==> src/rtl/frontend_pkg.sv <==
// Fetch front end shared widths, address fields and predictor constants
`default_nettype none

package frontend_pkg;

  typedef logic [31:0] ip_t;        // byte address in the instruction stream
  typedef logic [7:0]  ght_t;       // newest outcome in bit 0
  typedef logic [3:0]  btb_index_t;
  typedef logic [23:0] btb_tag_t;
  typedef logic [7:0]  pht_index_t;
  typedef logic [1:0]  slot_pred_t; // one direction bit per slot

  localparam ip_t reset_ip     = 32'h0000_1000;
  localparam ip_t bundle_bytes = 32'd16;

  localparam int btb_entries = 16;  // per slot
  localparam int pht_entries = 256; // per table

  // update throttles on the mispredict counter
  localparam logic [7:0] throttle_a_mask = 8'h03;
  localparam logic [7:0] throttle_b_mask = 8'h0f;
  localparam logic [7:0] throttle_c_mask = 8'hff;

  // target buffer address split, bits 3:0 are the offset in the bundle
  function automatic btb_index_t btb_index_of(input ip_t ip);
    return ip[7:4];
  endfunction

  function automatic btb_tag_t btb_tag_of(input ip_t ip);
    return ip[31:8];
  endfunction

  // history after shifting in outcomes, newest in bit 0
  function automatic ght_t ght_push1(input ght_t ght, input logic taken);
    return {ght[6:0], taken};
  endfunction

  function automatic ght_t ght_push2(input ght_t ght, input logic [1:0] outcomes);
    return {ght[5:0], outcomes};
  endfunction

endpackage

`default_nettype wire

==> src/rtl/direction_predictor.sv <==
// Direction predictor from three XORed history tables with throttled updates
`default_nettype none

module direction_predictor (
  input  logic                     clk,
  input  logic                     rst,
  input  frontend_pkg::ip_t        fetch_ip,
  input  frontend_pkg::ght_t       fetch_ght,
  output frontend_pkg::slot_pred_t slot_pred,
  input  logic                     mispredict,
  input  logic                     upd_slot,
  input  frontend_pkg::ip_t        upd_ip,
  input  frontend_pkg::ght_t       upd_ght
);

  import frontend_pkg::*;

  // A leans on the pointer, C on the history
  function automatic pht_index_t index_a(input ip_t ip, input ght_t ght);
    return {ip[9:4], ght[1:0]};
  endfunction

  function automatic pht_index_t index_b(input ip_t ip, input ght_t ght);
    return {ip[7:4], ght[3:0]};
  endfunction

  function automatic pht_index_t index_c(input ip_t ip, input ght_t ght);
    return {ip[5:4], ght[5:0]};
  endfunction

  slot_pred_t tbl_a [pht_entries];
  slot_pred_t tbl_b [pht_entries];
  slot_pred_t tbl_c [pht_entries];

  logic [7:0] mispred_cnt;

  pht_index_t upd_idx_a;
  pht_index_t upd_idx_b;
  pht_index_t upd_idx_c;

  logic upd_a;
  logic upd_b;
  logic upd_c;

  assign slot_pred = tbl_a[index_a(fetch_ip, fetch_ght)]
                   ^ tbl_b[index_b(fetch_ip, fetch_ght)]
                   ^ tbl_c[index_c(fetch_ip, fetch_ght)];

  assign upd_idx_a = index_a(upd_ip, upd_ght);
  assign upd_idx_b = index_b(upd_ip, upd_ght);
  assign upd_idx_c = index_c(upd_ip, upd_ght);

  // counter value before this mispredict's increment
  assign upd_a = (mispred_cnt & throttle_a_mask) == throttle_a_mask;
  assign upd_b = (mispred_cnt & throttle_b_mask) == throttle_b_mask;
  assign upd_c = (mispred_cnt & throttle_c_mask) == throttle_c_mask;

  always_ff @(posedge clk) begin
    if (rst) begin
      mispred_cnt <= '0;
      for (int i = 0; i < pht_entries; i++) begin
        tbl_a[i] <= '0;
        tbl_b[i] <= '0;
        tbl_c[i] <= '0;
      end
    end else if (mispredict) begin
      mispred_cnt <= mispred_cnt + 8'd1;
      if (upd_a) tbl_a[upd_idx_a][upd_slot] <= ~tbl_a[upd_idx_a][upd_slot];
      if (upd_b) tbl_b[upd_idx_b][upd_slot] <= ~tbl_b[upd_idx_b][upd_slot];
      if (upd_c) tbl_c[upd_idx_c][upd_slot] <= ~tbl_c[upd_idx_c][upd_slot]; // every 256th
    end
  end

endmodule

`default_nettype wire

==> config.mk <==
export PLATFORM = sky130hd
export DESIGN_NAME = direction_predictor
export DESIGN_NICKNAME = d
export VERILOG_FILES = /design/src/rtl/frontend_pkg.sv /design/src/rtl/direction_predictor.sv
export SDC_FILE = /design/constraint.sdc
export NUM_CORES = 2
export LEC_CHECK = 0
export BUFFER_PORTS_ARGS = -buffer_cell sky130_fd_sc_hd__buf_2
export CORE_UTILIZATION = 25
export DETAILED_ROUTE_END_ITERATION = 8
export PLACE_DENSITY_LB_ADDON = 0.12
export SLEW_MARGIN = 20
export SYNTH_ARGS = -nofsm -noshare
export SYNTH_HDL_FRONTEND = slang
export SYNTH_SLANG_ARGS = --single-unit
==> constraint.sdc <==
create_clock -name clk -period 6.7 [get_ports clk]
set_input_delay 1.34 -clock clk [delete_from_list [all_inputs] [get_ports clk]]
set_output_delay 1.34 -clock clk [all_outputs]
set_load 0.01 [all_outputs]
Yosys cells after proc, flatten, opt, wreduce, memory -nomap -nowiden
Memories as Yosys holds them, arrays and structs flattened.
Index checks and enable logic that the tools add are counted.
- bits of input ports: 84
- register bits after elaboration: 8
- memories: 3
- word-level logic and storage cells: 50
- bits in writable memories: 1536
- add/subtract/negate cells: 1
- order comparisons: 2
- muxes and demuxes: 31
- bitwise operators: 5
- eq/ne operators: 3
- reduce and logical (&&, ||, !) cells: 4
- memory list (memory ; words ; width ; read ports ; clocked after Yosys merged registers in ; write ports ; RTL line ; source):
    tbl_a ; 256 ; 2 ; 2 ; 0 ; 256 ; direction_predictor.sv:31 ; slot_pred_t tbl_a [pht_entries];
    tbl_b ; 256 ; 2 ; 2 ; 0 ; 256 ; direction_predictor.sv:32 ; slot_pred_t tbl_b [pht_entries];
    tbl_c ; 256 ; 2 ; 2 ; 0 ; 256 ; direction_predictor.sv:33 ; slot_pred_t tbl_c [pht_entries];
- operators by type and width (operator ; number):
    $mux 8 ; 3
    $mux 1 ; 18
    $mux 2 ; 9
    $add 8x1->8 const B ; 1
    $eq 8x8->1 const B ; 1
    $reduce_or 2->1 ; 3
    $eq 4x4->1 const B ; 1
    $xor 2x2->2 ; 2
    $not 1->1 ; 3
    $eq 2x2->1 const B ; 1
    $lt 1x2->1 const B ; 1
    $demux 1 s1 ; 1
    $ge 1x1->1 const B ; 1
    $logic_and 1x1->1 ; 1

Longest topological paths before layout
- depth after elaboration: 7
- gate-level depth with buffers: 16
- mapped depth without buffers: 8

Worst setup path after synthesis
No wires, ideal clock.
- path type: input port to output port
- from: input port fetch_ght[0]
- to: output port slot_pred[0]
- stages on the path: 11
- required time: 5.360 ns
- buffers on the path: 4
- data arrival time: 4.197 ns
- setup slack: 1.163 ns
- path through: clkbuf_1 > buf_2 > buf_1 > buf_2 > mux4_2 > a22oi_1 > a21oi_1 > o41ai_1 > o211ai_1 > xnor2_1 > xor2_1
- cells in the longest elaborated chain, start to end: 3
- RTL lines (item ; RTL line ; source):
    from (decl) ; direction_predictor.sv:8 ; input frontend_pkg::ght_t fetch_ght,
    $mem_v2 256x2 (on tied branches) ; -- ;
    $xor 2x2->2 ; direction_predictor.sv:46 ; ^ tbl_b[index_b(fetch_ip, fetch_ght)]
    $xor 2x2->2 (*) ; direction_predictor.sv:47 ; ^ tbl_c[index_c(fetch_ip, fetch_ght)];
    to (decl) ; direction_predictor.sv:9 ; output frontend_pkg::slot_pred_t slot_pred,
Every way passes the cells marked *; elsewhere a longest branch is shown, timed or not.

Worst setup path after layout
Ends and elaborated chain as after synthesis.

==> impl_metrics.yaml <==
yosys:
  synth_top_cell_area_share: 0.469
  ys_seq_elements: 1544
  netlist_area_um2: 98400
  ys_seq_area_frac: 0.470
  synth-main-ff-cell: "edfxtp_1"
  synth_nets: 7882
  yosysWarningCount: 0
  synth_async_sr_flop_share: 0
  syn_inst: 7797
  ys_types: 74
  synth_top_area_cell: "edfxtp_1"
  synth.avg_cell_area_um2: 12.6
  yosys-top-cells-area: "edfxtp_1, mux4_2, a21o_1, nor4_1, o21bai_1"
  synth-edff-count: 1536
clock_tree:
  tritoncts: "built"
  clock_latency_ns: 0.94
  cts-resized-gates: 6
  clk_pin_slew_ns: 0.05
  root_buffer: "clkbuf_16"
  clock-sinks: 1544
  cts_buffers: 204
  cts_setup_buffers: 0
  cts-htree-levels: 4
  cts_hold_buf: 0
  clockBufferDepth: 4
route:
  wl_per_cell_um: 35.4
  vias: 74202
  dr.pass1.iters: 5
  wirelength_mm: 446
  drc: 0
  via_per_inst: 5.88
  drt_iter0_drc: 7725
  drtAntennaViolNets: 0
pwr:
  irDropWorstVdd_mv: 0.199
  power.leakage_nw: 37.4
  finalPower_mw: 25.6
  p_per_area_nw_per_um2: 230
sta:
  rsz0062_at_grt: "no"
  max_slew.worst_pin.slew_ns: 1.16
  period_needed_ns: 6.63
  timing_hold_violations_final: 0
  finalSetupViolations: 0
  slew_headroom: 0.220
  drv_slew: 0
  holdWs_ns: 0.512
  skew_ns: 0.0881
  max_clock_freq_ghz: 0.151
  post-route-period-util: 0.989
  fin_tns_setup_ns: 0
global_route:
  grtUsageTotal: 0.218
  grt_pass1_wl_mm: 619
  grt_max_degree: 210
  grt_pass1_vias: 73929
  antenna_found_initial: 25
  grt_overflow: 0
place:
  finalWeightedCongestion: 0.808
  dpl_cell_area_um2: 105000
  port_buffers: 29
  hpwl_mm: 265
run:
  maxCapViolations: 0
worst_setup_path:
  crit_required_ns: 5.36
  path_class: "input port to output port"
  startpoint_type: "input port"
  crit_path_end_kind: "output port"
  path_max_fanout: 33
  critPathArrivalTime_ns: 5.29
final_layout:
  postLayoutCoreUtil: 0.283
  layout-drive-gt1-share: 0.273
  synthToLayoutAreaGrowth_pct: 12.8
  stdcell_area_um2: 111000
  nets: 7308
floorplan:
  dieHeight_um: 629
  dieArea_um2: 396000
  rows: 230
  die_w_um: 629
  initial_core_util: 0.251
  core_area_um2: 392000
  io_pins: 86
outcome:
  run_status: "finished clean"
min_path:
  hold_path_class: "flop to flop"
==> area by class of cell <==
type,instances,area [um2]
fill,39952,281000
multi-input combinational,4951,47200
sequential,1544,46300
tap,5220,6530
clock buffer,279,5450
timing repair buffer,511,4900
clock inverter,89,623
inverter,11,45.0
antenna,6,15.0
==> critical path, stage by stage <==
cell and delay, ns:
buf_12 0.26, buf_12 0.36, mux4_2 0.56, a22oi_1 0.34
a21oi_1 0.16, o41ai_4 0.52, buf_4 0.19, o211ai_1 0.25
buf_4 0.28, xnor2_2 0.32, xor2_2 0.29, buf_4 0.16
buf_2 0.12
==> metal layers <==
metal / part of all wire / wire, um / track usage
met2: 0.48 / 212000 / 0.362
met3: 0.057 / 25600 / 0.0263
met5: 0.000069 / 31 / 0
met4: 0.031 / 14000 / 0.0623
met1: 0.44 / 194000 / 0.299
==> state kept, by name, indices dropped and copies added (netlist names) <==
signal / flops
tbl_a: 512
tbl_b: 512
tbl_c: 512
mispred_cnt: 8
==> path summary, 6_finish.rpt <==
check	start	cells after the start	slack, ns	end
hold reg to reg	mispred_cnt[7]	2	0.51	mispred_cnt[7]
setup / recovery	fetch_ght[0]	13	0.07	slot_pred[0]
setup reg to reg	tbl_b[28][0]	9	2.95	tbl_b[241][0]
hold / removal	mispred_cnt[7]	2	0.51	mispred_cnt[7]
==> Yosys cell counts, types with 150 or more instances <==
library cell / count
a21o_1: 1024
buf_2: 167
clkbuf_1: 948
edfxtp_1: 1536
mux2i_1: 152
mux4_2: 786
nand2_1: 150
nor2_1: 284
nor3_1: 539
nor4_1: 676
nor4_2: 240
o21bai_1: 513
==> cells in the final DEF (no fill, tap or decap), drive strengths merged, types with 25 or more instances in the layout <==
cell,n
nor4,916
mux2i,152
o22ai,52
o21bai,513
mux2,25
a22oi,97
edfxtp,1536
clkinv,83
nor3,540
clkbuf,279
buf,511
o21ai,30
nand2,150
nand3,72
a21oi,54
mux4,786
nor2,284
a21o,1024
nor2b,45
==> per-stage QoR <==
stage               setup WS [ns]  instances
global placement           -0.944      12237
CTS                       0.00235      12605
floorplan                    1.16       7797
global route               0.0301      12607
detailed placement         -0.515      12237
finish                     0.0738      12611
==> where the power goes <==
part	internal, mW	total [mW]	switching [mW]	leakage [nW]
Sequential	11.0	11.2	0.200	15.5
Clock	5.88	10.5	4.67	2.94
Combinational	1.44	3.85	2.41	18.9
Total	18.3	25.6	7.28	37.4
==> logic make-up (layout without fill, tap and decap cells) <==
family                     Yosys count  after routing  share of synthesized area
DFF                               1544           1544                      0.470
AOI/OAI and AO/OA                 1896           1896                      0.143
and+or+nand+nor                   2081           2081                      0.129
xor gates and xnor gates            10             10                   0.000890
muxes                              963            963                      0.198
buffers and inverters             1302            890                     0.0585
adders and majority gates            1              1                   0.000127
other                                0              6                          0
Power figures use the tool's default switching activity.
