## src/rtl/frontend_pkg.sv

```systemverilog
// Fetch front end shared widths, address fields and predictor constants
`default_nettype none

package frontend_pkg;

  typedef logic [31:0] ip_t;        // byte address in the instruction stream
  typedef logic [7:0]  ght_t;       // newest outcome in bit 0
  typedef logic [3:0]  btb_index_t;
  typedef logic [23:0] btb_tag_t;
  typedef logic [7:0]  pht_index_t;
  typedef logic [1:0]  slot_pred_t; // one direction bit per slot

  localparam ip_t reset_ip     = 32'h0000_1000;
  localparam ip_t bundle_bytes = 32'd16;

  localparam int btb_entries = 16;  // per slot
  localparam int pht_entries = 256; // per table

  // update throttles on the mispredict counter
  localparam logic [7:0] throttle_a_mask = 8'h03;
  localparam logic [7:0] throttle_b_mask = 8'h0f;
  localparam logic [7:0] throttle_c_mask = 8'hff;

  // target buffer address split, bits 3:0 are the offset in the bundle
  function automatic btb_index_t btb_index_of(input ip_t ip);
    return ip[7:4];
  endfunction

  function automatic btb_tag_t btb_tag_of(input ip_t ip);
    return ip[31:8];
  endfunction

  // history after shifting in outcomes, newest in bit 0
  function automatic ght_t ght_push1(input ght_t ght, input logic taken);
    return {ght[6:0], taken};
  endfunction

  function automatic ght_t ght_push2(input ght_t ght, input logic [1:0] outcomes);
    return {ght[5:0], outcomes};
  endfunction

endpackage

`default_nettype wire

```

## src/rtl/branch_target_buffer.sv

```systemverilog
// Two-slot tagged branch target buffer with fetch lookup and retire install
`default_nettype none

module branch_target_buffer (
  input  logic              clk,
  input  logic              rst,
  input  frontend_pkg::ip_t fetch_ip,
  output logic [1:0]        slot_hit,
  output frontend_pkg::ip_t slot_target0,
  output frontend_pkg::ip_t slot_target1,
  input  logic              install,
  input  logic              install_slot,
  input  frontend_pkg::ip_t install_src_ip,
  input  frontend_pkg::ip_t install_target
);

  import frontend_pkg::*;

  // per entry, one valid bit for each slot
  logic [1:0] entry_valid  [btb_entries];
  btb_tag_t   entry_tag    [2][btb_entries];
  ip_t        entry_target [2][btb_entries];

  btb_index_t fetch_idx;
  btb_tag_t   fetch_tag;
  btb_index_t install_idx;

  assign fetch_idx   = btb_index_of(fetch_ip);
  assign fetch_tag   = btb_tag_of(fetch_ip);
  assign install_idx = btb_index_of(install_src_ip);

  // lookup
  always_comb begin
    for (int s = 0; s < 2; s++) begin
      slot_hit[s] = entry_valid[fetch_idx][s] && (entry_tag[s][fetch_idx] == fetch_tag);
    end
  end

  assign slot_target0 = entry_target[0][fetch_idx];
  assign slot_target1 = entry_target[1][fetch_idx];

  always_ff @(posedge clk) begin
    if (rst) begin
      for (int i = 0; i < btb_entries; i++) begin
        entry_valid[i] <= '0;
      end
    end else if (install) begin
      entry_valid[install_idx][install_slot] <= 1'b1;
    end
  end

  // tag and target store
  always_ff @(posedge clk) begin
    if (install) begin
      entry_tag[install_slot][install_idx]    <= btb_tag_of(install_src_ip);
      entry_target[install_slot][install_idx] <= install_target;
    end
  end

endmodule

`default_nettype wire

```

## config.mk

```make
export PLATFORM = sky130hd
export DESIGN_NAME = branch_target_buffer
export DESIGN_NICKNAME = d
export VERILOG_FILES = /design/src/rtl/frontend_pkg.sv /design/src/rtl/branch_target_buffer.sv
export SDC_FILE = /design/constraint.sdc
export NUM_CORES = 1
export LEC_CHECK = 0
export BUFFER_PORTS_ARGS = -buffer_cell sky130_fd_sc_hd__buf_2
export CORE_MARGIN = 8
export CORE_UTILIZATION = 50
export DETAILED_ROUTE_END_ITERATION = 12
export PLACE_DENSITY = 0.69
export SLEW_MARGIN = 40
export SYNTH_ARGS = -nofsm -noshare
export SYNTH_HDL_FRONTEND = slang
export SYNTH_SLANG_ARGS = --single-unit
```

## constraint.sdc

```tcl
create_clock -name clk -period 3.6 [get_ports clk]
set_input_delay 0 -clock clk [delete_from_list [all_inputs] [get_ports clk]]
set_output_delay 0 -clock clk [all_outputs]
set_load 0.005 [all_outputs]
```

# After elaboration in Yosys (flattened, before gate mapping)
# Memory sizes are Yosys's and may differ from the RTL's.
# Cells that the tools add are included.
dict set report classes {
  n_reduce_logical 5
  n_eq_ne 2
  n_lt_le_gt_ge 5
  muxes 28
  n_bitwise 2
}
# cell n
set op_table {}
lappend op_table {{$mux W512} 1}
lappend op_table {{$mux W384} 1}
lappend op_table {{$bmux W32 S4} 2}
lappend op_table {{$bmux W24 S4} 2}
lappend op_table {{$mux W32} 5}
lappend op_table {{$demux W32 S4} 1}
lappend op_table {{$mux W24} 5}
lappend op_table {{$demux W24 S4} 1}
lappend op_table {{$eq A24 B24 Y1} 2}
lappend op_table {{$ge A5 B5 Y1 const B} 2}
lappend op_table {{$not A4 Y5} 2}
lappend op_table {{$mux W2} 3}
lappend op_table {{$lt A5 B1 Y1 const B} 1}
lappend op_table {{$mux W1} 5}
lappend op_table {{$logic_and A1 B1 Y1} 4}
lappend op_table {{$mux W4} 1}
lappend op_table {{$lt A1 B2 Y1 const B} 1}
lappend op_table {{$reduce_or A2 Y1} 1}
lappend op_table {{$demux W1 S1} 1}
lappend op_table {{$ge A1 B1 Y1 const B} 1}
dict set report word_totals {
  mem_count 3
  output_inout_bits 66
  input_bits 100
  wordCells 45
  ff_bits 0
  ram_bits 1824
}
# memory words width read_ports rd_clocked_by_memory_dff wr line_no
set memory_table {}
lappend memory_table {entry_target 2 512 2 0 1 branch_target_buffer.sv:22} ;# ip_t entry_target [2][btb_entries];
lappend memory_table {entry_tag 2 384 2 0 1 branch_target_buffer.sv:21} ;# btb_tag_t entry_tag [2][btb_entries];
lappend memory_table {entry_valid 16 2 1 0 16 branch_target_buffer.sv:20} ;# logic [1:0] entry_valid [btb_entries];

# Logic depth before layout (Yosys ltp)
dict set report logic_depth {
  ltp_word 7
  mapped_depth 13
}

# Worst setup path before layout
# Ideal clock, no wire load.
dict set report synth_path {
  path_type {in2reg}
  from {input install_src_ip[6]}
  to {memory entry_tag[1][336] in the netlist's numbering (enable)}
  slack_ps 93
  arrival_time_ps 3036
  required_ps 3128
  stages 3
  path_cell_list {or3b_2 > clkbuf_1 > nor2_1}
}
dict set report synth_between {
  elab_chain_cells 6
  word_cells_on_any_way 7
  cone_classes {2 x order compare; 3 x mux; 1 x bitwise; 1 x reduce/logical}
}
# item line_no
set synth_rtl {}
lappend synth_rtl {{start: declaration} branch_target_buffer.sv:13} ;# input frontend_pkg::ip_t install_src_ip,
lappend synth_rtl {{$not A4 Y5 (implied by the code) (*)} branch_target_buffer.sv:55} ;# entry_tag[install_slot][install_idx] <= btb_tag_of(install_src_ip);
lappend synth_rtl {{$ge A5 B5 Y1 (implied by the code) or $lt A5 B1 Y1 (tied branches)} branch_target_buffer.sv:55}
lappend synth_rtl {{$logic_and A1 B1 Y1 (implied by the code)} branch_target_buffer.sv:55}
lappend synth_rtl {{$mux W24 (implied by the code)} branch_target_buffer.sv:55}
lappend synth_rtl {{$demux W24 S4 (*)} branch_target_buffer.sv:55}
lappend synth_rtl {{$mux W384 (implied by the code) (*)} branch_target_buffer.sv:55}
lappend synth_rtl {{end: declaration} branch_target_buffer.sv:21}
# Mark *: on every way between the ends. The rest lies on a longest branch, timed or not.

==> metrics.csv <==
stage,metric,value,unit
yosys,XOR/XNOR Fraction of Synth Area,0.726,%
routing,total wire length,170000,um
clock_tree,Clock Path Buffers,3,
yosys,Synth Area in Compound Gates,1.22,%
yosys,mux cell area share after synthesis,17.6,%
yosys,number of synthesized register bits,1824,
worst_setup_path,critical setup path kind,flop to output pin,
power_and_ir_drop,Worst VDD drop,0.474,mV
sta,Final min period,3.58,ns
worst_setup_path,"slowest stage delay, CP",0.50,ns
yosys,largest family of logic cells by synthesized area,multiplexers,
global_routing,pin count of the biggest net entering global routing,137,
sta,Final Hold Fails,0,
sta,worst hold slack,0.0294,ns
yosys,post-synthesis simple-gate area fraction,1.34,%
routing,WL/cell,31.8,um
worst_setup_path,critical path cell sequence,"mux4_2, xnor2_2, a21oi_2, or3b_4, nor4_4, o211ai_1, nor4_4, buf_4, buf_6",
power_and_ir_drop,P per Cell Area,545,nW/um^2
worst_setup_path,Worst EP required,3.60,ns
floorplanning,die height,390,um
worst_setup_path,crit end category,output pin,
routing,vias,33266,
floorplanning,FP Rows,137,
worst_setup_path,most frequent cell on the critical path,nor4_4,
yosys,Mapped Area,69900,um^2
clock_tree,CTS Sinks,1824,
cells_and_area,share of cells above drive strength 1,30.9,%
worst_setup_path,slowest library cell on the worst path,mux4_2,
yosys,top_reg_cell synth,edfxtp_1,
routing,Post-route DRC,0,
clock_tree,CTS H-tree depth,4,
clock_tree,total CTS buffers,177,
sta,worst slew pin tran,0.856,ns
cells_and_area,final core area utilization,57.7,%
placed_design,placed instance area,73900,um^2
worst_setup_path,worst path buffer plus inverter count,2,
yosys,"Seq/Total Area, Yosys",77.9,%
clock_tree,clock slew at reported path FFs,0.06,ns
global_routing,first-pass GRT wire length,244000,um
yosys,synth unique cells,65,
worst_setup_path,critical path launch point,entry_tag[0][290]$_DFFE_PP_,
sta,count of final max-slew check failures,0,
yosys,Syn Inst Count,2942,
clock_tree,CTS root buf,clkbuf_16,
yosys,asr flop ratio synth,0,%
yosys,"EDFF count, synth",1792,
placed_design,Port-buffer cells,157,
floorplanning,I/O pin total,166,
yosys,syn avg cell area,23.8,um^2
min_path,hold path start,install,
sta,"Period Utilization, post-route",99.3,%
cells_and_area,fin nets,3411,
clock_tree,clock latency on the worst-skew pair,0.80,ns
placed_design,post-DP HPWL,89700,um
routing,1st-pass router iterations,6,
global_routing,All-Layer GR Usage,22.1,%
sta,RSZ-0062 raised after global routing,yes,
worst_setup_path,worst-path maximum fanout,1,
placed_design,GP Congestion,0.809,
global_routing,vias in the first global route,34099,
clock_tree,CTS tree,yes,
floorplanning,die area,152000,um^2
yosys,Yosys warnings,0,
floorplanning,Initial Utilization,50.2,%
worst_setup_path,"Arr. time, crit path",3.58,ns
outcome,outcome,"finished, final reports clean",
cells_and_area,final instance area,80300,um^2
floorplanning,core region area,139000,um^2
power_and_ir_drop,Leakage,25.3,nW
min_path,Hold Path Class,input port to flop,
yosys,net count after synthesis,3042,
routing,DRT iter0 DRCs,4353,
worst_setup_path,Setup crit start kind,flop,
job,Max Cap Viol,0,
yosys,post-synthesis adder-cell area fraction,0,%
sta,tightest slew margin relative to the limit,42.9,%
sta,clock skew,0,ns
global_routing,initial antenna violation count,13,
worst_setup_path,RR Startpoint,entry_valid[12][1]$_DFF_P_,
routing,Vias/cell,6.24,
cells_and_area,area added between synthesis and finish,14.8,%
sta,endpoints failing setup,0,
floorplanning,chip width,390,um
worst_setup_path,CP top delay family,simple AND/OR/NAND/NOR gates,
global_routing,global route overflow,0,
sta,fmax,280,MHz
routing,"antenna viol nets, final",0,
[cell families after synthesis]
logic type,after synthesis
muxes,582
xor gates and xnor gates,58
buffers and inverters,157
DFF,1824
AOI/OAI and AO/OA,113
and+or+nand+nor,208
[placed cells by master, fill, tap and decap left out, types with 17 or more instances in the layout]
cell	n
edfxtp_1	1792
mux4_2	482
clkbuf_16	179
buf_2	153
nor2_1	91
buf_4	71
mux2i_1	64
dlygate4sd3_1	60
clkbuf_1	47
clkinv_1	42
buf_12	41
xnor2_1	35
nor2_4	32
nand2_1	32
dfxtp_1	32
clkinv_2	27
mux4_1	25
xor2_1	17
a22oi_1	17
[Yosys cell counts, types with 3 or more instances]
cell,number,area (um^2)
o22ai_1,13,81.3
buf_1,6,22.5
and2_1,5,31.3
or3b_2,3,26.3
nor3_1,5,25.0
mux4_2,480,10800
buf_4,15,113
o221ai_1,4,35.0
nor2_1,123,462
mux2_2,8,90.1
o2111ai_1,5,43.8
nand3_1,3,15.0
a21oi_1,15,75.1
mux4_1,27,709
buf_2,46,230
o211ai_1,3,22.5
mux2i_1,66,661
nor2b_1,5,31.3
a22o_1,7,61.3
nand2b_1,5,31.3
dfxtp_1,32,641
clkbuf_1,54,203
a211oi_1,4,30.0
buf_12,5,100
o21ai_0,15,75.1
nand3b_1,5,37.5
nor4_1,6,37.5
xor2_1,18,158
nand2_1,32,120
a22oi_1,18,135
edfxtp_1,1792,53800
nand4_1,3,18.8
buf_6,15,169
xnor2_1,40,350
a221oi_2,6,90.1
inv_1,11,41.3
[path summary, 6_finish.rpt]
path	end	slack, ns	cells after the start
worst max-delay path	slot_hit[0]	0.02	9
worst min-delay path	entry_target[0][134]$_DFFE_PP_	0.03	3
worst max register to register	entry_valid[12][1]$_DFF_P_	2.97	2
worst min register to register	entry_valid[2][1]$_DFF_P_	0.47	2
[layout make-up]
class	count	area [um^2]
diodes	4	10.0
clock buffers	230	4710
clock inverters	93	845
fillers	9823	58900
inverters	15	61.3
multi-input cells	961	15000
flip-flops and latches	1824	54500
well taps	1876	2350
repair buffers	332	2810
[routing by layer]
layer	share of wire [%]	GRT usage, %
met5	0.024	0
met4	2.1	5.39
met3	9.3	4.23
met2	49	35.6
met1	40	31.6
[state kept, by name (all words and copies together), names as in the netlist]
| name | count |
|---|---|
| entry_tag | 768 |
| entry_target | 1024 |
| entry_valid | 32 |
[power breakdown]
| part | total [W] | switching (W) | leakage, nW | internal, W |
|---|---|---|---|---|
| Combinational | 0.00237 | 0.00137 | 6.24 | 0.00100 |
| Clock | 0.0177 | 0.00779 | 2.71 | 0.00993 |
| Sequential | 0.0236 | 0.0000595 | 16.4 | 0.0236 |
[worst reg2reg max path: cells and delay by family, from the launching register on]
family	cells	cell delay [ns]
flip-flops	1	0.31
AND/OR/NAND/NOR	2	0.18
[per-stage QoR]
step	TNS [ns]	setup WS, ns	total power [W]	std cells
floorplan	0	0.0925	0.0254	2942
global placement	-0.0886	-0.0886	0.0263	4946
detailed placement	-0.112	-0.112	0.0263	4946
CTS	-0.190	-0.154	0.0440	5329
global route	-0.0950	-0.0902	0.0449	5331
finish	0	0.0243	0.0437	5335
[repair_timing]
action | in CTS | in global routing
setup endpoints to repair | 2 | 2
cloned | 0 | 0
resized for setup | 26 | 7
endpoints found under the hold margin | 1857 | 0
setup buffers | 0 | 0
pin swaps | 10 | 8
hold buffers | 60 | 0
(Power assumes the default switching activity.)
