--- src/rtl/frontend_pkg.sv ---
// Fetch front end shared widths, address fields and predictor constants
`default_nettype none

package frontend_pkg;

  typedef logic [31:0] ip_t;        // byte address in the instruction stream
  typedef logic [7:0]  ght_t;       // newest outcome in bit 0
  typedef logic [3:0]  btb_index_t;
  typedef logic [23:0] btb_tag_t;
  typedef logic [7:0]  pht_index_t;
  typedef logic [1:0]  slot_pred_t; // one direction bit per slot

  localparam ip_t reset_ip     = 32'h0000_1000;
  localparam ip_t bundle_bytes = 32'd16;

  localparam int btb_entries = 16;  // per slot
  localparam int pht_entries = 256; // per table

  // update throttles on the mispredict counter
  localparam logic [7:0] throttle_a_mask = 8'h03;
  localparam logic [7:0] throttle_b_mask = 8'h0f;
  localparam logic [7:0] throttle_c_mask = 8'hff;

  // target buffer address split, bits 3:0 are the offset in the bundle
  function automatic btb_index_t btb_index_of(input ip_t ip);
    return ip[7:4];
  endfunction

  function automatic btb_tag_t btb_tag_of(input ip_t ip);
    return ip[31:8];
  endfunction

  // history after shifting in outcomes, newest in bit 0
  function automatic ght_t ght_push1(input ght_t ght, input logic taken);
    return {ght[6:0], taken};
  endfunction

  function automatic ght_t ght_push2(input ght_t ght, input logic [1:0] outcomes);
    return {ght[5:0], outcomes};
  endfunction

endpackage

`default_nettype wire

--- src/rtl/fetch_sequencer.sv ---
// Fetch sequencer holding the instruction pointer and global history registers
`default_nettype none

module fetch_sequencer (
  input  logic                     clk,
  input  logic                     rst,
  input  logic [1:0]               slot_hit,
  input  frontend_pkg::ip_t        slot_target0,
  input  frontend_pkg::ip_t        slot_target1,
  input  frontend_pkg::slot_pred_t slot_pred,
  input  logic                     redirect,
  input  frontend_pkg::ip_t        redirect_ip,
  input  frontend_pkg::ght_t       redirect_ght,
  output frontend_pkg::ip_t        fetch_ip,
  output frontend_pkg::ght_t       fetch_ght
);

  import frontend_pkg::*;

  ip_t  seq_ip;
  ip_t  next_ip;
  ght_t next_ght;

  // single-hit case, whichever slot it is
  logic single_taken;
  ip_t  single_target;

  assign seq_ip        = fetch_ip + bundle_bytes;
  assign single_taken  = slot_hit[0] ? slot_pred[0] : slot_pred[1];
  assign single_target = slot_hit[0] ? slot_target0 : slot_target1;

  // next-pointer selection, slot 0 wins when both hit
  always_comb begin
    next_ip  = seq_ip;
    next_ght = fetch_ght; // no hit leaves history alone
    if (&slot_hit) begin
      if (slot_pred[0]) begin
        next_ip  = slot_target0;
        next_ght = ght_push1(fetch_ght, 1'b1);
      end else if (slot_pred[1]) begin
        next_ip  = slot_target1;
        next_ght = ght_push2(fetch_ght, 2'b01); // slot 0 not taken, then slot 1 taken
      end else begin
        next_ght = ght_push2(fetch_ght, 2'b00);
      end
    end else if (^slot_hit) begin
      if (single_taken) begin
        next_ip  = single_target;
        next_ght = ght_push1(fetch_ght, 1'b1);
      end else begin
        next_ght = ght_push1(fetch_ght, 1'b0);
      end
    end
  end

  always_ff @(posedge clk) begin
    if (rst) begin
      fetch_ip  <= reset_ip;
      fetch_ght <= '0;
    end else if (redirect) begin
      // retire repair overrides the prediction
      fetch_ip  <= redirect_ip;
      fetch_ght <= redirect_ght;
    end else begin
      fetch_ip  <= next_ip;
      fetch_ght <= next_ght;
    end
  end

endmodule

`default_nettype wire

--- config.mk ---
export PLATFORM = sky130hd
export DESIGN_NAME = fetch_sequencer
export DESIGN_NICKNAME = d
export VERILOG_FILES = /design/src/rtl/frontend_pkg.sv /design/src/rtl/fetch_sequencer.sv
export SDC_FILE = /design/constraint.sdc
export NUM_CORES = 1
export LEC_CHECK = 0
export BUFFER_PORTS_ARGS = -buffer_cell sky130_fd_sc_hd__buf_2
export CORE_ASPECT_RATIO = 0.9
export CORE_MARGIN = 10
export CORE_UTILIZATION = 35
export DETAILED_ROUTE_END_ITERATION = 6
export SYNTH_ARGS = -nofsm -noshare
export SYNTH_HDL_FRONTEND = slang
export SYNTH_SLANG_ARGS = --single-unit
export TNS_END_PERCENT = 30
--- constraint.sdc ---
create_clock -name clk -period 1.9 [get_ports clk]
set_input_delay 0.19 -clock clk [delete_from_list [all_inputs] [get_ports clk]]
set_output_delay 0.19 -clock clk [all_outputs]
set_load 0.02 [all_outputs]
Yosys cells after proc, flatten, opt, wreduce, memory -nomap -nowiden
Cells that the tools add are included.

storage, ports and cells
  bits in registers = 40
  input port bits = 111
  logic and storage cells = 20

cells by class
  add/sub/neg operators = 1
  muxes and demuxes = 14
  reductions and logical operators = 3

operators with widths
  kind                     number
  $mux W32                 7
  $add A32 B5 Y32 const B  1
  $mux W8                  4
  $mux W1                  3
  $reduce_bool A3 Y1       1
  $reduce_and A2 Y1        1
  $reduce_xor A2 Y1        1

Logic depth before layout (Yosys ltp)
Gate-level depths: netlist of run 1.

  depth after elaboration = 5
  gate-level depth with buffers = 8
  mapped depth without buffers = 6

Least setup slack after synthesis of run 1
Ideal clock, no wire load.

  path kind = reg2reg
  start = register fetch_ip[4]
  end = register fetch_ip[28]
  setup time = 0.075 ns
  arrival = 1.661 ns
  data required time = 1.825 ns
  slack = 0.164 ns
  cell stages (with the launch flop) = 7
  path buffers = 0
  period minus slack after synthesis = 1.736 ns
  path through = dfxtp_1 -> ha_1 -> nand4_1 -> nor3_2 -> nand4_1 -> xor2_1 -> o22ai_1

on the way
  word-level cells in the longest chain between the ends = 5
  elaborated cells between the ends (all ways) = 7
  classes of those cells = 1 x add/sub; 6 x mux

ends and longest elaborated chain
  item                                line                                          source
  start, declared                     fetch_sequencer.sv:14                         output frontend_pkg::ip_t fetch_ip,
  start signal, assigned              fetch_sequencer.sv:58                         fetch_ip <= reset_ip;
  start signal, assigned              fetch_sequencer.sv:62                         fetch_ip <= redirect_ip;
  start signal, assigned              fetch_sequencer.sv:65                         fetch_ip <= next_ip;
  $add A32 B5 Y32 (*)                 fetch_sequencer.sv:28                         assign seq_ip = fetch_ip + bundle_bytes;
  $mux W32, on equally long branches  fetch_sequencer.sv:47, fetch_sequencer.sv:40
  $mux W32, on equally long branches  fetch_sequencer.sv:46, fetch_sequencer.sv:37
  $mux W32 (*)                        fetch_sequencer.sv:36                         if (&slot_hit) begin
  $mux W32 (*)                        fetch_sequencer.sv:60                         end else if (redirect) begin

Every way passes the cells marked *; elsewhere a longest branch is shown, timed or not.
A chain may end at the register's enable or synchronous reset.

Final worst setup path of run 1
  start = register fetch_ip[5]
  end = register fetch_ip[24]

Same word-level chain as after synthesis.

==> flow_summary.toml, run 1 <==
[power_and_ir_drop]
combPwrFrac_pct = 34.5
p_sw_mw = 0.876
pwr-share-seq_pct = 40.0
p_leak_nw = 1.96
sw_frac_of_total_pct = 35.2
p_per_area_nw_per_um2 = 576
power_frac_clock_pct = 25.5
p_int_mw = 1.61
irDropWorstVdd_mv = 0.262

[detailed_routing]
wl_per_cell_um = 18.7
route.antenna.remaining_nets = 0
routed_via_density = 5.65
drc_errors = 0
vias = 3927
first_iter_violations = 318
firstDrtPassIters = 5
wirelength_um = 13000

[synth]
syn_nets = 537
ys_ff_latch = 40
syn_inst = 424
synth_top_cell_area_share_pct = 24.5
avgSynthCellArea_um2 = 7.70
synth_top_area_cell = "dfxtp_1"
synthArstFlopShare_pct = 0
synth_area_um2 = 3260
ys_types = 58
ys_seq_area_share_pct = 24.5
ys.flop_type = "dfxtp_1"
synth-warning-count = 0
synth_edf_count = 0
ys_top_cells_by_area = "dfxtp_1 25%, mux2i_1 8.6%, nand2_1 6.2%"

[floorplanning]
die_w_um = 122
num_io_pins = 151
dieHeight_um = 112
rows = 33
core_area_um2 = 9130
start_util_pct = 35.8
dieArea_um2 = 13600

[cells_and_area]
layout-drive-gt1-share_pct = 35.8
diodes = 0
utilization_pct = 47.3
fin_cells = 695
area_delta_synth_final_pct = 32.2
final_cell_mix = "150 x buf_2, 54 x nand2_1, 40 x dfxtp_1, 38 x o21ai_0"
fin_nets = 686
fin_area_um2 = 4310
layout_commonest_cell = "buf_2"

[clock_network]
cts_hold_buf = 0
post_cts_buffers = 0
cts_tree = "done"
path_clk_slew_ns = 0.08
clockBufferDepth = 2
clock-root-buffer = "clkbuf_8"
cts-buffers-inserted = 5
worstSkewPairLatency_ns = 0.30
cts_sinks = 40
htreeDepth = 2

[critical_path]
cp-startpoint = "fetch_ip[5]"
start_kind = "flip-flop"
arrival_ns = 2.03
crit_fanout = 6
path_class = "flip-flop to flip-flop"
cp.required_ns = 2.13
end_kind = "flip-flop"
r2r_start = "fetch_ip[5]"

[placement]
dpl.cell_count = 688
dpl_cell_area_um2 = 4210
place_hpwl_um = 10100
routabilityCongestion = 0.850
portBuffers = 150
post-place-ws_ns = 0.00591

[timing]
layout_min_cycle_time_ns = 1.81
rsz0062_at_grt = "false"
slew_violations = 0
min_period_over_period_pct = 95.0
fin_worst_skew_ns = 0.00795
hold_viol = 0
worst_pin_slew_ns = 0.716
setup_slack_ns = 0.0946
setup_viol = 0
max_clock_freq_mhz = 554
tns_ns = 0
max_slew_margin_pct = 52.1

[grt]
grt_pass1_wl_um = 20500
grt_pass1_vias = 3966
grt_overflow = 0
antenna_found_initial = 0
grt_max_degree = 33
grt.total_usage_pct = 18.3

[worst_hold_path]
hold_class = "input port to flip-flop"
hold_start = "redirect_ip[6]"

[run]
cap_viol_max_count = 0

[outcome]
status = "complete, no violations"
-- synth_stat cells, types with 14 or more instances --
library cell  number
buf_2             16
nand3_1           21
nor2_1            19
o22ai_1           23
dfxtp_1           40
clkbuf_1          14
a22oi_1           20
a21oi_1           19
mux2i_1           28
xor2_1            16
o21ai_0           38
nand2_1           54
-- final timing paths --
kind	to	slack (ns)	depth (start not counted)
max	fetch_ip[24]	0.09	6
min	fetch_ip[6]	0.13	3
max reg2reg	fetch_ip[24]	0.09	6
min reg2reg	fetch_ght[7]	0.46	2
-- logic make-up (layout without fill, tap and decap cells) --
logic type,count (synthesis),count (layout),share of synthesized area [%]
compound gates,146,146,30.2
fa+ha+maj,2,2,0.766
flops,40,40,24.5
mux,31,31,9.62
simple gates,136,136,21.6
xor+xnor,25,25,6.71
buf+inv,44,193,6.59
-- layout make-up --
class	count	area [um^2]
sequential	40	801
multi-input combinational	340	2260
fill	950	4810
inverter	7	26.3
clock buffer	7	96.3
timing repair buffer	179	981
tap	122	153
-- stage by stage --
| stage | hold WS, ns | power, mW |
|---|---|---|
| after floorplan | 0.326 | 1.51 |
| after global placement | 0.435 | 1.85 |
| after detailed placement | 0.431 | 1.86 |
| after CTS | 0.123 | 2.50 |
| after global routing | 0.155 | 2.64 |
| final | 0.128 | 2.48 |
-- worst max-delay path, cell delays in order (launching register included) --
cell and delay, ns:
dfxtp_1 0.37, ha_2 0.23, nand4_1 0.30, nor3_4 0.35, nand4_1 0.18, xor2_1 0.17
o22ai_1 0.13
-- per-layer routing --
metal,vias to the layer above,GRT usage [%],routed length (um)
met4,0,3.97,144
met5,-,0,0
met1,1867,23.4,5540
met3,11,5.20,1170
met2,161,29.6,6150
li1,1888,-,-
-- sequential cells by signal (all words and copies together), names as in the netlist --
name / flops
fetch_ght: 8
fetch_ip: 32
-- timing repair --
action                     4_1_cts  5_1_grt
gates resized for setup          1        1
setup endpoints to repair        1        4
pin swaps                        0        2
-- power groups by stage --
stage	Clock, mW	Combinational, mW	Sequential [mW]
6_report	0.634	0.857	0.993
2_1_floorplan	0	0.422	1.09
5_1_grt	0.688	0.945	1.01
3_5_place_dp	0	0.853	1.01
3_3_place_gp	0	0.844	1.01
4_1_cts	0.647	0.858	0.992
Note: power is estimated with default switching activity, not from simulation.
==> run 2, diff against run 1 <==
--- a/config.mk
+++ b/config.mk
@@ -10,6 +10,8 @@
 export CORE_MARGIN = 10
 export CORE_UTILIZATION = 35
 export DETAILED_ROUTE_END_ITERATION = 6
+export MAX_ROUTING_LAYER = met4
+export RECOVER_POWER = 100
 export SYNTH_ARGS = -nofsm -noshare
 export SYNTH_HDL_FRONTEND = slang
 export SYNTH_SLANG_ARGS = --single-unit
==> run 2 against run 1 <==
Against the previous run:
- total power is 1.1% lower
- sequential power hardly changed
- largest power group unchanged
- count of clock-buffer cells in the layout stayed put
- critical path depth stayed put
- final cell count stayed put
- largest cell class unchanged
- wire length is 0.17% higher
- critical endpoint unchanged
==> flow_summary.toml, run 2 (synthesis results as in run 1) <==
[floorplanning]
start_util_pct = 35.8
rows = 33
die_w_um = 122
core_area_um2 = 9130
dieArea_um2 = 13600
num_io_pins = 151
dieHeight_um = 112

[grt]
grt_overflow = 0
grt.total_usage_pct = 18.8
antenna_found_initial = 0
grt_max_degree = 33
grt_pass1_vias = 3973
grt_pass1_wl_um = 20500

[timing]
slew_violations = 0
worst_pin_slew_ns = 0.724
setup_viol = 0
layout_min_cycle_time_ns = 1.82
tns_ns = 0
max_clock_freq_mhz = 550
min_period_over_period_pct = 95.7
hold_viol = 0
max_slew_margin_pct = 51.6
fin_worst_skew_ns = 0.00699
rsz0062_at_grt = "false"

[power_and_ir_drop]
p_total_mw = 2.46
irDropWorstVdd_mv = 0.261
p_leak_nw = 1.79
p_per_area_nw_per_um2 = 581

[detailed_routing]
vias = 3949
route.antenna.remaining_nets = 0
first_iter_violations = 358
routed_via_density = 5.68
wirelength_um = 13000
firstDrtPassIters = 6
drc_errors = 0
wl_per_cell_um = 18.7

[clock_network]
clock-root-buffer = "clkbuf_8"
cts_sinks = 40
htreeDepth = 2
clockBufferDepth = 2
worstSkewPairLatency_ns = 0.30
cts-buffers-inserted = 5
cts_tree = "done"
path_clk_slew_ns = 0.08
post_cts_buffers = 0

[placement]
place_hpwl_um = 10100
routabilityCongestion = 0.863
portBuffers = 150
dpl_cell_area_um2 = 4210

[cells_and_area]
largest_reg_flops = 32
reg_top3 = "fetch_ip (32), fetch_ght (8)"
fin_nets = 686
utilization_pct = 46.4
area_delta_synth_final_pct = 29.6
regMostFlops = "fetch_ip"
layout_commonest_cell = "buf_2"
diodes = 0
layout-drive-gt1-share_pct = 27.9
fin_area_um2 = 4230
final_cell_mix = "109 x buf_2, 54 x nand2_1, 42 x clkbuf_1, 40 x dfxtp_1, 38 x o21ai_0"

[critical_path]
r2r_cells = 6
path_class = "flip-flop to flip-flop"
start_kind = "flip-flop"
r2r_start = "fetch_ip[5]"
endpoint = "fetch_ip[24]"
arrival_ns = 2.04
reg2reg_setup_slack_ns = 0.08
cp-startpoint = "fetch_ip[5]"
crit_fanout = 6
cp.required_ns = 2.12
timing.rr.end = "fetch_ip[24]"
end_kind = "flip-flop"

[worst_hold_path]
hold_class = "input port to flip-flop"
hold_depth = 3

[run]
cap_viol_max_count = 0

[outcome]
status = "complete, no violations"
==> run 2: changes by cell type in the layout (fill, tap and decap cells not counted), moves of 3 or more <==
| cell | change |
|---|---|
| buf_4 | -3 |
| clkbuf_2 | +3 |
| buf_2 | -41 |
| clkbuf_1 | +42 |
==> run 2: cell type report <==
class                      instances  area, um^2
sequential                        40         801
timing repair buffer             179         906
tap                              122         153
clock buffer                       7        96.3
inverter                           7        26.3
fill                             977        4890
multi-input combinational        340        2250
==> run 2: per-stage QoR <==
stage / hold WS [ns] / std cells / setup WS [ns]
after global placement: 0.435 / 688 / 0.0842
after floorplan: 0.326 / 424 / 0.164
final: 0.128 / 695 / 0.0808
after CTS: 0.123 / 695 / 0.0400
after detailed placement: 0.431 / 688 / 0.00591
after global routing: 0.155 / 695 / 0.00360
==> run 2: worst min path at each step <==
stage | from | endpoint | slack, ns
detailed placement | redirect_ip[6] | fetch_ip[6] | 0.43
CTS | redirect_ip[6] | fetch_ip[6] | 0.12
global placement | redirect_ip[6] | fetch_ip[6] | 0.44
finish | redirect_ip[6] | fetch_ip[6] | 0.13
floorplan | redirect_ip[6] | fetch_ip[6] | 0.33
global route | redirect_ip[6] | fetch_ip[6] | 0.16
==> run 2: worst max-delay path, stage by stage (launching register included) <==
cell     delay [ns]
dfxtp_1        0.37
ha_2           0.23
nand4_1        0.31
nor3_4         0.35
nand4_1        0.18
xor2_1         0.17
o22ai_1        0.14
==> run 2: timing repair <==
action                                  in CTS  in global routing
pin swaps                                    0                  2
hold buffers                                 0                  0
cloned                                       0                  0
hold endpoints to repair                     0                  0
gates resized for setup                      1                  1
endpoints found under the setup margin       1                  4
==> run 2: power breakdown <==
part	switching (mW)	leakage (nW)	total, mW	internal (mW)
Combinational	0.483	1.41	0.829	0.346
Clock	0.308	0.0503	0.632	0.324
Sequential	0.0844	0.332	0.996	0.911
==> run 2: per-layer routing <==
layer | share of wire, % | track usage (%) | routed length (um)
met5 | 0 | - | 0
met4 | 1.3 | 3.97 | 172
met3 | 6.4 | 3.13 | 836
met2 | 47 | 29.7 | 6060
met1 | 46 | 24.6 | 5950
==> run 3, diff against run 2 <==
--- a/config.mk
+++ b/config.mk
@@ -12,6 +12,8 @@
 export DETAILED_ROUTE_END_ITERATION = 6
 export MAX_ROUTING_LAYER = met4
 export RECOVER_POWER = 100
+export REMOVE_ABC_BUFFERS = 1
+export SLEW_MARGIN = 20
 export SYNTH_ARGS = -nofsm -noshare
 export SYNTH_HDL_FRONTEND = slang
 export SYNTH_SLANG_ARGS = --single-unit
==> run 3 against run 2 <==
Against the previous run:
- clock skew barely moved
- sequential power fell by 0.8%
- clock power rose by 19%
- sequential share of layout area barely moved
- flip-flop and latch count did not move
- final cell count fell by 0.29%
- total power rose by 4.5%
- critical path type unchanged
- first-iteration DRC count fell by 40%
==> flow_summary.toml, run 3 (synthesis results as in run 1) <==
[grt]
antenna_found_initial = 0
grt_pass1_vias = 4018
grt_pass1_wl_um = 20500
grt_max_degree = 27
grt_overflow = 0
grt.total_usage_pct = 18.7

[critical_path]
end_kind = "flip-flop"
cp.required_ns = 2.13
path_class = "flip-flop to flip-flop"
arrival_ns = 2.01
start_kind = "flip-flop"
r2r_cells = 7
r2r_start = "fetch_ip[4]"
reg2reg_setup_slack_ns = 0.12
crit_fanout = 6
timing.rr.end = "fetch_ip[20]"

[run]
cap_viol_max_count = 0

[outcome]
status = "complete, no violations"

[cells_and_area]
nFillCells = 986
diodes = 0
final_cell_mix = "109 x buf_2, 54 x nand2_1, 42 x clkbuf_1, 40 x dfxtp_1, 38 x o21ai_0"
layout_commonest_cell = "buf_2"
layout-drive-gt1-share_pct = 27.3
reg_top3 = "fetch_ip (32), fetch_ght (8)"
fin_cells = 693
largest_reg_flops = 32
regMostFlops = "fetch_ip"
multiInputGateArea_um2 = 2240
fin_nets = 683
area_delta_synth_final_pct = 29.7
ff_latch_area_um2 = 801

[floorplanning]
core_area_um2 = 9130
die_w_um = 122
dieArea_um2 = 13600
dieHeight_um = 112
num_io_pins = 151
rows = 33
start_util_pct = 35.8

[clock_network]
clockBufferDepth = 2
cts_sinks = 40
worstSkewPairLatency_ns = 0.30
path_clk_slew_ns = 0.09
clock-root-buffer = "clkbuf_8"
cts-buffers-inserted = 5
htreeDepth = 2
cts_tree = "done"

[timing]
layout_min_cycle_time_ns = 1.78
max_slew_margin_pct = 50.1
setup_viol = 0
hold_ws_ns = 0.114
hold_viol = 0
min_period_over_period_pct = 93.4
slew_violations = 0
setup_slack_ns = 0.125
fin_worst_skew_ns = 0.00670
max_clock_freq_mhz = 563
worst_pin_slew_ns = 0.746
rsz0062_at_grt = "false"
tns_ns = 0

[power_and_ir_drop]
p_per_area_nw_per_um2 = 607
p_total_mw = 2.57
p_leak_nw = 1.79
irDropWorstVdd_mv = 0.397

[detailed_routing]
first_iter_violations = 215
routed_via_density = 5.60
drc_errors = 0
wl_per_cell_um = 18.5
firstDrtPassIters = 5
route.antenna.remaining_nets = 0
vias = 3880
wirelength_um = 12800

[worst_hold_path]
hold_depth = 3
hold_start = "redirect_ip[6]"
hold_class = "input port to flip-flop"
whs_endpoint = "fetch_ip[6]"

[placement]
dpl.cell_count = 684
routabilityCongestion = 0.840
post-place-ws_ns = 0.0118
place_hpwl_um = 10200
portBuffers = 150
[run 3: cell types whose count changed in the layout (fill, tap and decap cells not counted), sizes merged]
cell / previous run / this run
buf: 134 / 130
bufinv: 0 / 1
clkbuf: 52 / 51
clkinvlp: 0 / 1
inv: 7 / 8
[run 3: layout make-up]
type,instances,share of cell area (%)
clock buffers,5,1.63
clock inverters,3,1.09
inverters,7,0.621
multi-input cells,340,53.0
flip-flops and latches,40,18.9
well taps,122,3.61
repair buffers,176,21.2
[run 3: repair_timing]
action / 4_1_cts / 5_1_grt
buffers inserted: 0 / 1
hold buffers: 0 / 0
endpoints found under the setup margin: 0 / 6
resized for setup: 0 / 1
[run 3: stage by stage]
stage	util, %	cell area, um^2
after global placement	45.9	4190
final	46.4	4230
after global routing	46.4	4230
after CTS	47.2	4310
after floorplan	-	3080
after detailed placement	45.9	4190
[run 3: worst max path at each step]
stage	cells past startpoint	endpoint	slack [ns]	startpoint
after CTS	6	fetch_ip[26]	0.02	fetch_ip[4]
after global placement	7	fetch_ip[31]	0.04	slot_hit[0]
after floorplan	5	fetch_ip[10]	0.09	slot_hit[0]
after detailed placement	7	fetch_ip[31]	0.01	slot_hit[0]
final	7	fetch_ip[20]	0.12	fetch_ip[4]
after global routing	6	fetch_ip[28]	0.002	fetch_ip[4]
[run 3: worst max-delay path: stages, from the launching register on]
cell     delay (ns)
dfxtp_1        0.35
ha_1           0.22
nand4_1        0.29
nor3_4         0.35
buf_4          0.16
nand2_1        0.05
xor2_1         0.14
o22ai_1        0.13
[run 3: report_power, final]
part	switching (mW)	internal [mW]
Sequential	0.0760	0.911
Combinational	0.489	0.341
Clock	0.353	0.397
Total	0.919	1.65
[run 3: per-layer routing]
metal  track usage [%]  part of all wire, %  up-vias
met3              4.39                  7.5        7
met1              23.8                   45     1828
met2              30.1                   47      162
met5                 -                    0        -
met4              2.07                 0.39        0
li1                  -                    -     1883
